## src/verilog/cpuPkg.sv

```systemverilog
`default_nettype none

package cpuPkg;

    ////////////////////////////////////////
    // datapath widths
    ////////////////////////////////////////

    localparam int XLen = 32; // data, pc and immediate width.
    localparam int OpW = 6;

    ////////////////////////////////////////
    // architectural registers
    ////////////////////////////////////////

    localparam int RegNum = 32;
    localparam int NameW = 5;

    ////////////////////////////////////////
    // reorder buffer and rename tags
    ////////////////////////////////////////

    // entry count is a power of two so pointers wrap on their own.
    localparam int RobDepth = 8;
    localparam int RobIdxW = $clog2(RobDepth);

    // tag n names entry n-1, so one more bit than the index.
    localparam int TagW = 4;

    // value already in the register file.
    localparam logic [TagW-1:0] NoTag = '0;

    ////////////////////////////////////////
    // instruction queue
    ////////////////////////////////////////

    localparam int QueueDepth = 4; // default depth of instQueue.

endpackage

`default_nettype wire

```

## src/verilog/instQueue.sv

```systemverilog
`timescale 1ns/1ns
`default_nettype none

module instQueue #(
    parameter int Depth = cpuPkg::QueueDepth
) (
    input  logic                     clk,
    input  logic                     rst,
    input  logic                     clr,
    input  logic                     inValid,
    output logic                     inReady,
    input  logic [cpuPkg::OpW-1:0]   inOp,
    input  logic [cpuPkg::XLen-1:0]  inPc,
    input  logic [cpuPkg::XLen-1:0]  inImm,
    input  logic [cpuPkg::NameW-1:0] inRd,
    input  logic [cpuPkg::NameW-1:0] inRs1,
    input  logic [cpuPkg::NameW-1:0] inRs2,
    input  logic                     robFull,
    output logic                     issueEn,
    output logic [cpuPkg::OpW-1:0]   issueOp,
    output logic [cpuPkg::XLen-1:0]  issuePc,
    output logic [cpuPkg::XLen-1:0]  issueImm,
    output logic [cpuPkg::NameW-1:0] issueRd,
    output logic [cpuPkg::NameW-1:0] issueRs1,
    output logic [cpuPkg::NameW-1:0] issueRs2
);
    localparam int PtrW = (Depth > 1) ? $clog2(Depth) : 1;
    localparam int CntW = $clog2(Depth + 1);

    logic [cpuPkg::OpW-1:0]   opQ  [Depth];
    logic [cpuPkg::XLen-1:0]  pcQ  [Depth];
    logic [cpuPkg::XLen-1:0]  immQ [Depth];
    logic [cpuPkg::NameW-1:0] rdQ  [Depth];
    logic [cpuPkg::NameW-1:0] rs1Q [Depth];
    logic [cpuPkg::NameW-1:0] rs2Q [Depth];
    logic [PtrW-1:0]          head;
    logic [PtrW-1:0]          tail;
    logic [CntW-1:0]          count;
    logic                     push;

    // depth need not be a power of two.
    function automatic logic [PtrW-1:0] nextPtr(input logic [PtrW-1:0] ptr);
        nextPtr = (ptr == PtrW'(Depth - 1)) ? '0 : ptr + 1'b1;
    endfunction

    assign inReady = (count != CntW'(Depth));
    assign push = inValid && inReady;
    assign issueEn = (count != '0) && !robFull; // head leaves when the rob has room.

    assign issueOp  = opQ[head];
    assign issuePc  = pcQ[head];
    assign issueImm = immQ[head];
    assign issueRd  = rdQ[head];
    assign issueRs1 = rs1Q[head];
    assign issueRs2 = rs2Q[head];

    always_ff @(posedge clk) begin
        if (push) begin
            opQ[tail]  <= inOp;
            pcQ[tail]  <= inPc;
            immQ[tail] <= inImm;
            rdQ[tail]  <= inRd;
            rs1Q[tail] <= inRs1;
            rs2Q[tail] <= inRs2;
        end
    end

    always_ff @(posedge clk) begin
        if (rst || clr) begin
            head  <= '0;
            tail  <= '0;
            count <= '0;
        end else begin
            if (push)
                tail <= nextPtr(tail);
            if (issueEn)
                head <= nextPtr(head);
            count <= count + CntW'(push) - CntW'(issueEn);
        end
    end

    // tail runs count entries ahead of head and never laps it.
    assert property (@(posedge clk) disable iff (rst || clr)
        (count <= CntW'(Depth)) && (32'(tail) == (32'(head) + 32'(count)) % Depth))
        else $error("instQueue: push while full or pointers out of step");

endmodule

`default_nettype wire

```

## src/verilog/regFile.sv

```systemverilog
`timescale 1ns/1ns
`default_nettype none

module regFile (
    input  logic                     clk,
    input  logic                     rst,
    input  logic                     clr,
    input  logic                     issueEn,
    input  logic [cpuPkg::OpW-1:0]   issueOp,
    input  logic [cpuPkg::XLen-1:0]  issuePc,
    input  logic [cpuPkg::XLen-1:0]  issueImm,
    input  logic [cpuPkg::NameW-1:0] issueRd,
    input  logic [cpuPkg::NameW-1:0] issueRs1,
    input  logic [cpuPkg::NameW-1:0] issueRs2,
    input  logic [cpuPkg::TagW-1:0]  allocTag,
    output logic                     dispEn,
    output logic [cpuPkg::TagW-1:0]  dispTag,
    output logic [cpuPkg::OpW-1:0]   dispOp,
    output logic [cpuPkg::XLen-1:0]  dispPc,
    output logic [cpuPkg::XLen-1:0]  dispImm,
    output logic [cpuPkg::NameW-1:0] dispRd,
    output logic [cpuPkg::XLen-1:0]  dispRs1Data,
    output logic [cpuPkg::TagW-1:0]  dispRs1Tag,
    output logic [cpuPkg::XLen-1:0]  dispRs2Data,
    output logic [cpuPkg::TagW-1:0]  dispRs2Tag,
    input  logic                     commitEn,
    input  logic [cpuPkg::NameW-1:0] commitRd,
    input  logic [cpuPkg::TagW-1:0]  commitTag,
    input  logic [cpuPkg::XLen-1:0]  commitData
);
    logic [cpuPkg::XLen-1:0] dataArr [cpuPkg::RegNum];
    logic [cpuPkg::TagW-1:0] tagArr  [cpuPkg::RegNum];
    logic                    commitWrite;
    logic                    commitMatch;

    ////////////////////////////////////////
    // operand read with commit bypass
    ////////////////////////////////////////

    assign commitWrite = commitEn && (commitRd != '0); // x0 is never written.
    assign commitMatch = commitWrite && (tagArr[commitRd] == commitTag);

    function automatic logic [cpuPkg::XLen-1:0] readData(
        input logic [cpuPkg::NameW-1:0] name
    );
        if (name == '0)
            readData = '0;
        else if (commitWrite && (name == commitRd))
            readData = commitData;
        else
            readData = dataArr[name];
    endfunction

    function automatic logic [cpuPkg::TagW-1:0] readTag(
        input logic [cpuPkg::NameW-1:0] name
    );
        if (name == '0)
            readTag = cpuPkg::NoTag;
        else if (commitMatch && (name == commitRd))
            readTag = cpuPkg::NoTag; // producer retires this cycle.
        else
            readTag = tagArr[name];
    endfunction

    ////////////////////////////////////////
    // architectural state
    ////////////////////////////////////////

    always_ff @(posedge clk) begin
        if (rst) begin
            for (int i = 0; i < cpuPkg::RegNum; i++) begin
                dataArr[i] <= '0;
                tagArr[i]  <= cpuPkg::NoTag;
            end
        end else begin
            // commits arrive in program order, so the value is always the newest retired one.
            if (commitWrite)
                dataArr[commitRd] <= commitData;
            if (clr) begin
                for (int i = 0; i < cpuPkg::RegNum; i++)
                    tagArr[i] <= cpuPkg::NoTag;
            end else begin
                if (commitMatch)
                    tagArr[commitRd] <= cpuPkg::NoTag;
                if (issueEn && (issueRd != '0))
                    tagArr[issueRd] <= allocTag; // younger rename wins over the clear.
            end
        end
    end

    ////////////////////////////////////////
    // dispatch register
    ////////////////////////////////////////

    always_ff @(posedge clk) begin
        if (rst || clr || !issueEn) begin
            dispEn      <= 1'b0;
            dispTag     <= cpuPkg::NoTag;
            dispOp      <= '0;
            dispPc      <= '0;
            dispImm     <= '0;
            dispRd      <= '0;
            dispRs1Data <= '0;
            dispRs1Tag  <= cpuPkg::NoTag;
            dispRs2Data <= '0;
            dispRs2Tag  <= cpuPkg::NoTag;
        end else begin
            dispEn      <= 1'b1;
            dispTag     <= allocTag;
            dispOp      <= issueOp;
            dispPc      <= issuePc;
            dispImm     <= issueImm;
            dispRd      <= issueRd;
            dispRs1Data <= readData(issueRs1);
            dispRs1Tag  <= readTag(issueRs1);
            dispRs2Data <= readData(issueRs2);
            dispRs2Tag  <= readTag(issueRs2);
        end
    end

    // retiring entries always carry a real tag from the rob.
    assert property (@(posedge clk) disable iff (rst)
        commitEn |-> (commitTag != cpuPkg::NoTag))
        else $error("regFile: commit with NoTag");

endmodule

`default_nettype wire

```

## src/verilog/reorderBuffer.sv

```systemverilog
`timescale 1ns/1ns
`default_nettype none

module reorderBuffer (
    input  logic                     clk,
    input  logic                     rst,
    input  logic                     clr,
    input  logic                     issueEn,
    input  logic [cpuPkg::NameW-1:0] issueRd,
    output logic [cpuPkg::TagW-1:0]  allocTag,
    output logic                     robFull,
    input  logic                     wbEn,
    input  logic [cpuPkg::TagW-1:0]  wbTag,
    input  logic [cpuPkg::XLen-1:0]  wbData,
    output logic                     commitEn,
    output logic [cpuPkg::NameW-1:0] commitRd,
    output logic [cpuPkg::TagW-1:0]  commitTag,
    output logic [cpuPkg::XLen-1:0]  commitData
);
    logic [cpuPkg::RobDepth-1:0]  busy;
    logic [cpuPkg::RobDepth-1:0]  done;
    logic [cpuPkg::NameW-1:0]     rdArr   [cpuPkg::RobDepth];
    logic [cpuPkg::XLen-1:0]      dataArr [cpuPkg::RobDepth];
    logic [cpuPkg::RobIdxW-1:0]   head;
    logic [cpuPkg::RobIdxW-1:0]   tail;
    logic [cpuPkg::RobIdxW:0]     count;
    logic [cpuPkg::RobIdxW-1:0]   wbIdx;
    logic                         commitNow;

    ////////////////////////////////////////
    // tags and status
    ////////////////////////////////////////

    // tag n lives in entry n-1.
    assign allocTag = cpuPkg::TagW'(tail) + cpuPkg::TagW'(1);
    assign wbIdx = cpuPkg::RobIdxW'(wbTag - cpuPkg::TagW'(1));

    assign robFull = (count == (cpuPkg::RobIdxW + 1)'(cpuPkg::RobDepth));
    assign commitNow = busy[head] && done[head]; // head retires once its result is in.

    always_ff @(posedge clk) begin
        if (rst || clr) begin
            busy     <= '0;
            done     <= '0;
            head     <= '0;
            tail     <= '0;
            count    <= '0;
            commitEn <= 1'b0;
        end else begin
            commitEn <= commitNow;
            if (commitNow) begin
                busy[head] <= 1'b0;
                done[head] <= 1'b0;
                head       <= head + 1'b1;
            end
            if (issueEn) begin
                busy[tail] <= 1'b1;
                done[tail] <= 1'b0;
                tail       <= tail + 1'b1;
            end
            if (wbEn)
                done[wbIdx] <= 1'b1;
            count <= count + (cpuPkg::RobIdxW + 1)'(issueEn)
                           - (cpuPkg::RobIdxW + 1)'(commitNow);
        end
    end

    ////////////////////////////////////////
    // entry payload and commit port
    ////////////////////////////////////////

    always_ff @(posedge clk) begin
        if (issueEn)
            rdArr[tail] <= issueRd;
        if (wbEn)
            dataArr[wbIdx] <= wbData;
        if (commitNow) begin
            commitRd   <= rdArr[head];
            commitTag  <= cpuPkg::TagW'(head) + cpuPkg::TagW'(1);
            commitData <= dataArr[head]; // valid only with commitEn.
        end
    end

    // the queue must hold its head back while the buffer is full.
    assert property (@(posedge clk) disable iff (rst || clr)
        issueEn |-> !robFull)
        else $error("reorderBuffer: allocation while full");

    // results come back once, and only for live entries.
    assert property (@(posedge clk) disable iff (rst || clr)
        wbEn |-> (busy[wbIdx] && !done[wbIdx]))
        else $error("reorderBuffer: writeback to idle or finished entry");

endmodule

`default_nettype wire

```

## src/verilog/renameCore.sv

```systemverilog
`timescale 1ns/1ns
`default_nettype none

module renameCore (
    input  logic                     clk,
    input  logic                     rst,
    input  logic                     clr,
    input  logic                     inValid,
    output logic                     inReady,
    input  logic [cpuPkg::OpW-1:0]   inOp,
    input  logic [cpuPkg::XLen-1:0]  inPc,
    input  logic [cpuPkg::XLen-1:0]  inImm,
    input  logic [cpuPkg::NameW-1:0] inRd,
    input  logic [cpuPkg::NameW-1:0] inRs1,
    input  logic [cpuPkg::NameW-1:0] inRs2,
    output logic                     dispEn,
    output logic [cpuPkg::TagW-1:0]  dispTag,
    output logic [cpuPkg::OpW-1:0]   dispOp,
    output logic [cpuPkg::XLen-1:0]  dispPc,
    output logic [cpuPkg::XLen-1:0]  dispImm,
    output logic [cpuPkg::NameW-1:0] dispRd,
    output logic [cpuPkg::XLen-1:0]  dispRs1Data,
    output logic [cpuPkg::TagW-1:0]  dispRs1Tag,
    output logic [cpuPkg::XLen-1:0]  dispRs2Data,
    output logic [cpuPkg::TagW-1:0]  dispRs2Tag,
    input  logic                     wbEn,
    input  logic [cpuPkg::TagW-1:0]  wbTag,
    input  logic [cpuPkg::XLen-1:0]  wbData,
    output logic                     commitEn,
    output logic [cpuPkg::NameW-1:0] commitRd,
    output logic [cpuPkg::TagW-1:0]  commitTag,
    output logic [cpuPkg::XLen-1:0]  commitData
);
    logic                     issueEn;
    logic [cpuPkg::OpW-1:0]   issueOp;
    logic [cpuPkg::XLen-1:0]  issuePc;
    logic [cpuPkg::XLen-1:0]  issueImm;
    logic [cpuPkg::NameW-1:0] issueRd;
    logic [cpuPkg::NameW-1:0] issueRs1;
    logic [cpuPkg::NameW-1:0] issueRs2;
    logic                     robFull;
    logic [cpuPkg::TagW-1:0]  allocTag;

    instQueue #(
        .Depth(cpuPkg::QueueDepth)
    ) instQueue0 (
        .clk, .rst, .clr,
        .inValid, .inReady,
        .inOp, .inPc, .inImm, .inRd, .inRs1, .inRs2,
        .robFull,
        .issueEn, .issueOp, .issuePc, .issueImm, .issueRd, .issueRs1, .issueRs2
    );

    regFile regFile0 (
        .clk, .rst, .clr,
        .issueEn, .issueOp, .issuePc, .issueImm, .issueRd, .issueRs1, .issueRs2,
        .allocTag,
        .dispEn, .dispTag, .dispOp, .dispPc, .dispImm, .dispRd,
        .dispRs1Data, .dispRs1Tag, .dispRs2Data, .dispRs2Tag,
        .commitEn, .commitRd, .commitTag, .commitData
    );

    reorderBuffer reorderBuffer0 (
        .clk, .rst, .clr,
        .issueEn, .issueRd,
        .allocTag, .robFull,
        .wbEn, .wbTag, .wbData,
        .commitEn, .commitRd, .commitTag, .commitData
    );

endmodule

`default_nettype wire

```

## config.mk

```make
export PLATFORM = sky130hd
export DESIGN_NAME = renameCore
export DESIGN_NICKNAME = d
export VERILOG_FILES = /design/src/verilog/cpuPkg.sv /design/src/verilog/instQueue.sv /design/src/verilog/regFile.sv /design/src/verilog/reorderBuffer.sv /design/src/verilog/renameCore.sv
export SDC_FILE = /design/constraint.sdc
export NUM_CORES = 2
export LEC_CHECK = 0
export BUFFER_PORTS_ARGS = -buffer_cell sky130_fd_sc_hd__buf_2
export CORE_AREA = 3 3 401 403
export DETAILED_ROUTE_END_ITERATION = 8
export DIE_AREA = 0 0 404 406
export GPL_TIMING_DRIVEN = 0
export PLACE_DENSITY = 0.77
export SLEW_MARGIN = 15
export SYNTH_ARGS = -nofsm -noshare
export SYNTH_HDL_FRONTEND = slang
export SYNTH_HIERARCHICAL = 1
export SYNTH_SLANG_ARGS = --single-unit
```

## constraint.sdc

```tcl
create_clock -name clk -period 6.35 [get_ports clk]
set_clock_uncertainty 0.2 [all_clocks]
set_input_delay 1.27 -clock clk [delete_from_list [all_inputs] [get_ports clk]]
set_output_delay 1.27 -clock clk [all_outputs]
set_load 0.005 [all_outputs]
```

### Word level (Yosys, flattened, before mapping)

Memories as Yosys holds them, arrays and structs flattened. A register that Yosys moved wholly into a read port is not among the register bits.
Cells that the tools add are included.

* add/subtract/negate cells: 11
* magnitude comparators: 6
* equal/unequal tests: 7
* multiplexer cells: 90
* bitwise gates (word level): 39
* reduce and logical (&&, ||, !) cells: 27

Operators with widths (count)
* 2-to-1 mux 4 bit: 34
* 2-to-1 mux 8 bit: 8
* 2-to-1 mux 32 bit: 1
* bitwise OR 1 bit: 32
* OR reduction 32 bit: 1
* 2-to-1 mux 1 bit: 31
* bitwise AND 8 bit: 3
* 2-to-1 mux 2 bit: 8
* inverter 8 bit: 2
* bitwise OR 8 bit: 2
* 2-to-1 mux 5 bit: 3
* less-than comparator 3 x 4 -> 1 bit, second input constant: 3
* logical AND 1 bit: 11
* equality test 5 bit: 2
* zero test 5 bit: 2
* nonzero test 5 bit: 2
* demux 1 bit (select 3 bit): 3
* greater-or-equal comparator 3 x 1 -> 1 bit, second input constant: 3
* adder 3 x 1 -> 4 bit, second input constant: 2
* OR reduction 4 bit: 2
* adder 3 x 1 -> 3 bit, second input constant: 2
* binary-select mux 1 bit (select 3 bit): 2
* OR reduction 3 bit: 2
* adder 2 x 1 -> 2 bit, second input constant: 2
* other kinds (13): 17

* flip-flop bits (word level): 48
* RAM bits: 1788
* input bits: 126
* output and inout port bits: 195
* logic and storage cells: 203
* memories kept: 10

Memories
* regFile0.dataArr: words 32, bits a word 32, read ports 2, clocked after Yosys merged registers in 2, write ports 32, line regFile.sv:31 `logic [cpuPkg::XLen-1:0] dataArr [cpuPkg::RegNum];`
* reorderBuffer0.dataArr: words 8, bits a word 32, read ports 1, clocked after Yosys merged registers in 1, write ports 1, line reorderBuffer.sv:23 `logic [cpuPkg::XLen-1:0] dataArr [cpuPkg::RobDepth];`
* instQueue0.immQ: words 4, bits a word 32, read ports 1, clocked after Yosys merged registers in 1, write ports 1, line instQueue.sv:32 `logic [cpuPkg::XLen-1:0] immQ [Depth];`
* instQueue0.pcQ: words 4, bits a word 32, read ports 1, clocked after Yosys merged registers in 1, write ports 1, line instQueue.sv:31 `logic [cpuPkg::XLen-1:0] pcQ [Depth];`
* regFile0.tagArr: words 32, bits a word 4, read ports 3, clocked after Yosys merged registers in 2, write ports 32, line regFile.sv:32 `logic [cpuPkg::TagW-1:0] tagArr [cpuPkg::RegNum];`
* reorderBuffer0.rdArr: words 8, bits a word 5, read ports 1, clocked after Yosys merged registers in 1, write ports 1, line reorderBuffer.sv:22 `logic [cpuPkg::NameW-1:0] rdArr [cpuPkg::RobDepth];`
* +4 memories

### Longest topological paths before layout

* word-level depth: 13
* gate-level depth with buffers: 14
* mapped depth without buffers: 12

### Cells and area by module

Netlist, hierarchy kept.

Modules (own cells, without submodules)
* regFile: times used 1, cells an instance 4708, area each 67639.9 um2, sequential area each 37636.1 um2
* reorderBuffer: times used 1, cells an instance 809, area each 13834.5 um2, sequential area each 10660.2 um2
* instQueue: times used 1, cells an instance 494, area each 12792.3 um2, sequential area each 10390.0 um2

### Worst setup path after synthesis

OpenSTA, ideal clock, no wires.

* path kind: input -> register
* start: input port wbTag[0] (netlist name)
* end: memory reorderBuffer0/dataArr[3][0] (netlist name), enable pin
* library setup time: 463 ps
* data arrival time: 4062 ps
* required time: 5687 ps
* slack: 1625 ps
* stages: 4
* buffers on the path: 1
* cells stage by stage: inv_1 ha_1 clkbuf_1 nor3_1

* word-level cells in the longest chain between the ends: 1

RTL lines
* start: declaration: line renameCore.sv:27 `input logic [cpuPkg::TagW-1:0] wbTag,`
* subtractor 3 x 1 -> 3 bit: line reorderBuffer.sv:36 `assign wbIdx = cpuPkg::RobIdxW'(wbTag - cpuPkg::TagW'(1));`
* end: declaration: line reorderBuffer.sv:23

No other way between the ends.

==> out/results.tsv <==
metric	value	unit
outcome	complete, but fails checks	
failing checks	max-capacitance violations, max-slew violations, negative setup slack	
worst-skew pair later-pin latency	0.89	ns
Peak Freq	154	MHz
Cell Area, Synth	94300	sq um
Hold Crit Class	reg -> reg	
crit-path cells	buf_1, mux4_2, buf_2, buf_2, xor2_1, nor3_2, nand2_2, clkbuf_1, a211oi_1	
Vias/cell	7.15	
worst vdd ir	333	uV
CTS tree	built	
Pins Over Slew Limit	10	
die height	406	microns
register area share after synthesis	62.3	%
highest-count cells in the layout ignoring fill and taps	edfxtp_1, and2_1, mux4_2, clkbuf_1, buf_2	
critical path class	reg -> reg	
die area	164000	sq um
DP Area	99300	sq um
largest net degree at the start of global routing	49	
gr usage total	40.7	%
commonest non-fill, non-tap cell in the layout	edfxtp_1	
num rows	146	
first-pass GRT wire length	461000	microns
DRT Pass-1 Iters	7	
number of H-tree levels	4	
final critical-path share of the clock period	102	%
clock transition at the registers of the reported paths	0.06	ns
CTS sink count	2017	
Leak	0.0382	uW
Synth Flop Type	edfxtp_1	
Layout Nets	6749	
synth unique cells	74	
Final Hold Fails	0	
final worst slack	-0.148	ns
final WL	335000	microns
Cells after DPL	8473	
Die Span X	404	microns
Post-Syn Instances	6011	
register bit total from synthesis	2017	
Worst setup SP type	flip-flop	
Worst-Margin Slew	1.50	ns
minimum clock period	6.50	ns
DRC errors left	0	
Starting Density	59.7	%
clock root buffer	clkbuf_16	
FFs w/ async S/R, synth	0	%
I/O pin total	321	
Fill cells	10646	
crit-path most repeated cell	buf_2	
syn_area_per_cell	15.7	sq um
design area	107000	sq um
setup violators final	3	
hold slack final	0.283	ns
grt ovf	0	
FF/Latch Area	58700	sq um
Post-synth EDFFs	1829	
FF-to-FF setup slack	-0.15	ns
Largest stage delay, worst path	1.15	ns
Final Wtd Congestion	1.02	
WL per Instance	37.6	microns
total power	37500	uW
antenna violations before repair	65	
CTS Buf Count	202	
Clock Tree Buf Depth	3	
unrepaired setup endpoints after global routing	false	
CP max FO	20	
ANT nets after route	0	
reg2reg path depth	9	
hold path depth	2	
Critical-path top delay cell	a211oi_1	
PwrDens	352	nW/um^2
max-cap violations	2	
hpwl dp	228000	microns
multi-input logic area	33400	sq um
Reg-to-Reg End	regFile0/dispRs2Data[0]	
core footprint	158000	sq um
Critical Path RT	6.81	ns
number of global-route vias before repair	62312	
drt first-iter violations	11018	
vias	63635	
Warnings, synthesis	6	
Hold Path Sink	reorderBuffer0/busy[6]	
Critical Path AT	6.96	ns
HP Start	reorderBuffer0/busy[6]	
Port Buffers	319	
number of non-filler instances in the completed layout	8898	
Critical Path Sink Type	flip-flop	
Area growth, synth to finish	13.0	%
Slew headroom	-0.0397	%
layout cell share with drive strength beyond 1	24.1	%
[state kept, by name, indices dropped and copies added (netlist names), 6 cells and up, named ones only]
signal,cells
regFile0/dispImm,32
instQueue0/pcQ,128
reorderBuffer0/commitData,32
reorderBuffer0/busy,8
instQueue0/immQ,128
instQueue0/rs2Q,20
regFile0/tagArr,128
reorderBuffer0/rdArr,40
regFile0/dispRs1Data,32
regFile0/dispOp,6
regFile0/dispRs2Data,32
regFile0/dispPc,32
instQueue0/rdQ,20
instQueue0/opQ,24
reorderBuffer0/done,8
instQueue0/rs1Q,20
reorderBuffer0/dataArr,256
regFile0/dataArr,1024
[cell type report]
| class | instances | share of cell area [%] |
|---|---|---|
| antenna | 46 | 0.108 |
| tap | 2072 | 2.43 |
| multi-input combinational | 3456 | 31.4 |
| buffer | 548 | 2.27 |
| clock inverter | 99 | 1.17 |
| clock buffer | 279 | 5.44 |
| timing repair buffer | 357 | 2.02 |
| inverter | 24 | 0.0846 |
| sequential | 2017 | 55.1 |
[stage by stage]
stage | setup slack, ns | setup TNS (ns) | utilization, %
CTS | 0.357 | 0 | 67.4
finish | -0.148 | -0.351 | 67.5
global route | 0.187 | 0 | 67.4
detailed placement | -0.486 | -1.01 | 62.9
global placement | -1.05 | -120.65 | 62.5
floorplan | 1.62 | 0 | -
[critical path, delay by kind of cell (launching register included)]
family | cells | cell delay [ns]
buffers and inverters | 4 | 2.51
multiplexers | 1 | 0.43
flip-flops | 1 | 0.37
AND/OR/NAND/NOR | 2 | 1.42
XOR/XNOR | 1 | 0.14
AO/OA/AOI/OAI | 1 | 1.15
[cells by family after synthesis]
family / Yosys count / share of synthesized area [%]
DFF: 2017 / 62.3
and+or+nand+nor: 1663 / 10.3
muxes: 1046 / 19.5
AOI/OAI and AO/OA: 672 / 4.93
buffers and inverters: 573 / 2.60
xor gates and xnor gates: 22 / 0.204
adders and majority gates: 17 / 0.242
other: 1 / 0.00398
[synth_stat cells, types with 67 or more instances]
library cell | number | share of area (%)
buf_2 | 74 | 0.39
a22oi_1 | 93 | 0.74
and2_1 | 1123 | 7.5
nor2_1 | 234 | 0.93
mux2_2 | 88 | 1.1
mux4_2 | 621 | 15
a21oi_1 | 137 | 0.73
edfxtp_1 | 1829 | 58
and3_1 | 85 | 0.56
dfxtp_1 | 188 | 4.0
a221oi_1 | 94 | 0.87
o21ai_0 | 118 | 0.63
nand2_1 | 78 | 0.31
mux2i_1 | 337 | 3.6
o211ai_1 | 67 | 0.53
clkbuf_1 | 407 | 1.6
[what timing repair did]
| item | 4_1_cts | 5_1_grt |
|---|---|---|
| hold buffers | 0 | 0 |
| setup endpoints to repair | 7 | 0 |
| gates resized for setup | 1 | 0 |
| hold endpoints to repair | 0 | 0 |
| buffers inserted | 0 | 0 |
[power breakdown]
part	switching, uW	internal [uW]
logic	6070	3520
registers	288	15200
clock network	5300	7160
[worst max-delay path by stage]
stage / from / end / slack, ns / depth (start not counted)
global route: flip-flop / regFile0/dispRs1Data[10] / 0.19 / 11
floorplan: wbTag[0] / reorderBuffer0/dataArr[3][0] / 1.62 / 4
global placement: flip-flop / regFile0/dispRs1Data[0] / -1.05 / 7
detailed placement: flip-flop / regFile0/dispRs2Data[0] / -0.49 / 10
finish: flip-flop / regFile0/dispRs2Data[0] / -0.15 / 9
CTS: flip-flop / regFile0/dispRs2Data[0] / 0.36 / 9
[per-layer routing]
metal | vias up | global-route usage [%] | routed length, microns
li1 | 24592 | - | -
met1 | 31806 | 50.2 | 108000
met2 | 5807 | 59.5 | 146000
met3 | 1380 | 16.7 | 53000
met4 | 50 | 26.7 | 26800
met5 | - | 0.922 | 502
Note: power is estimated with default switching activity, not from simulation.
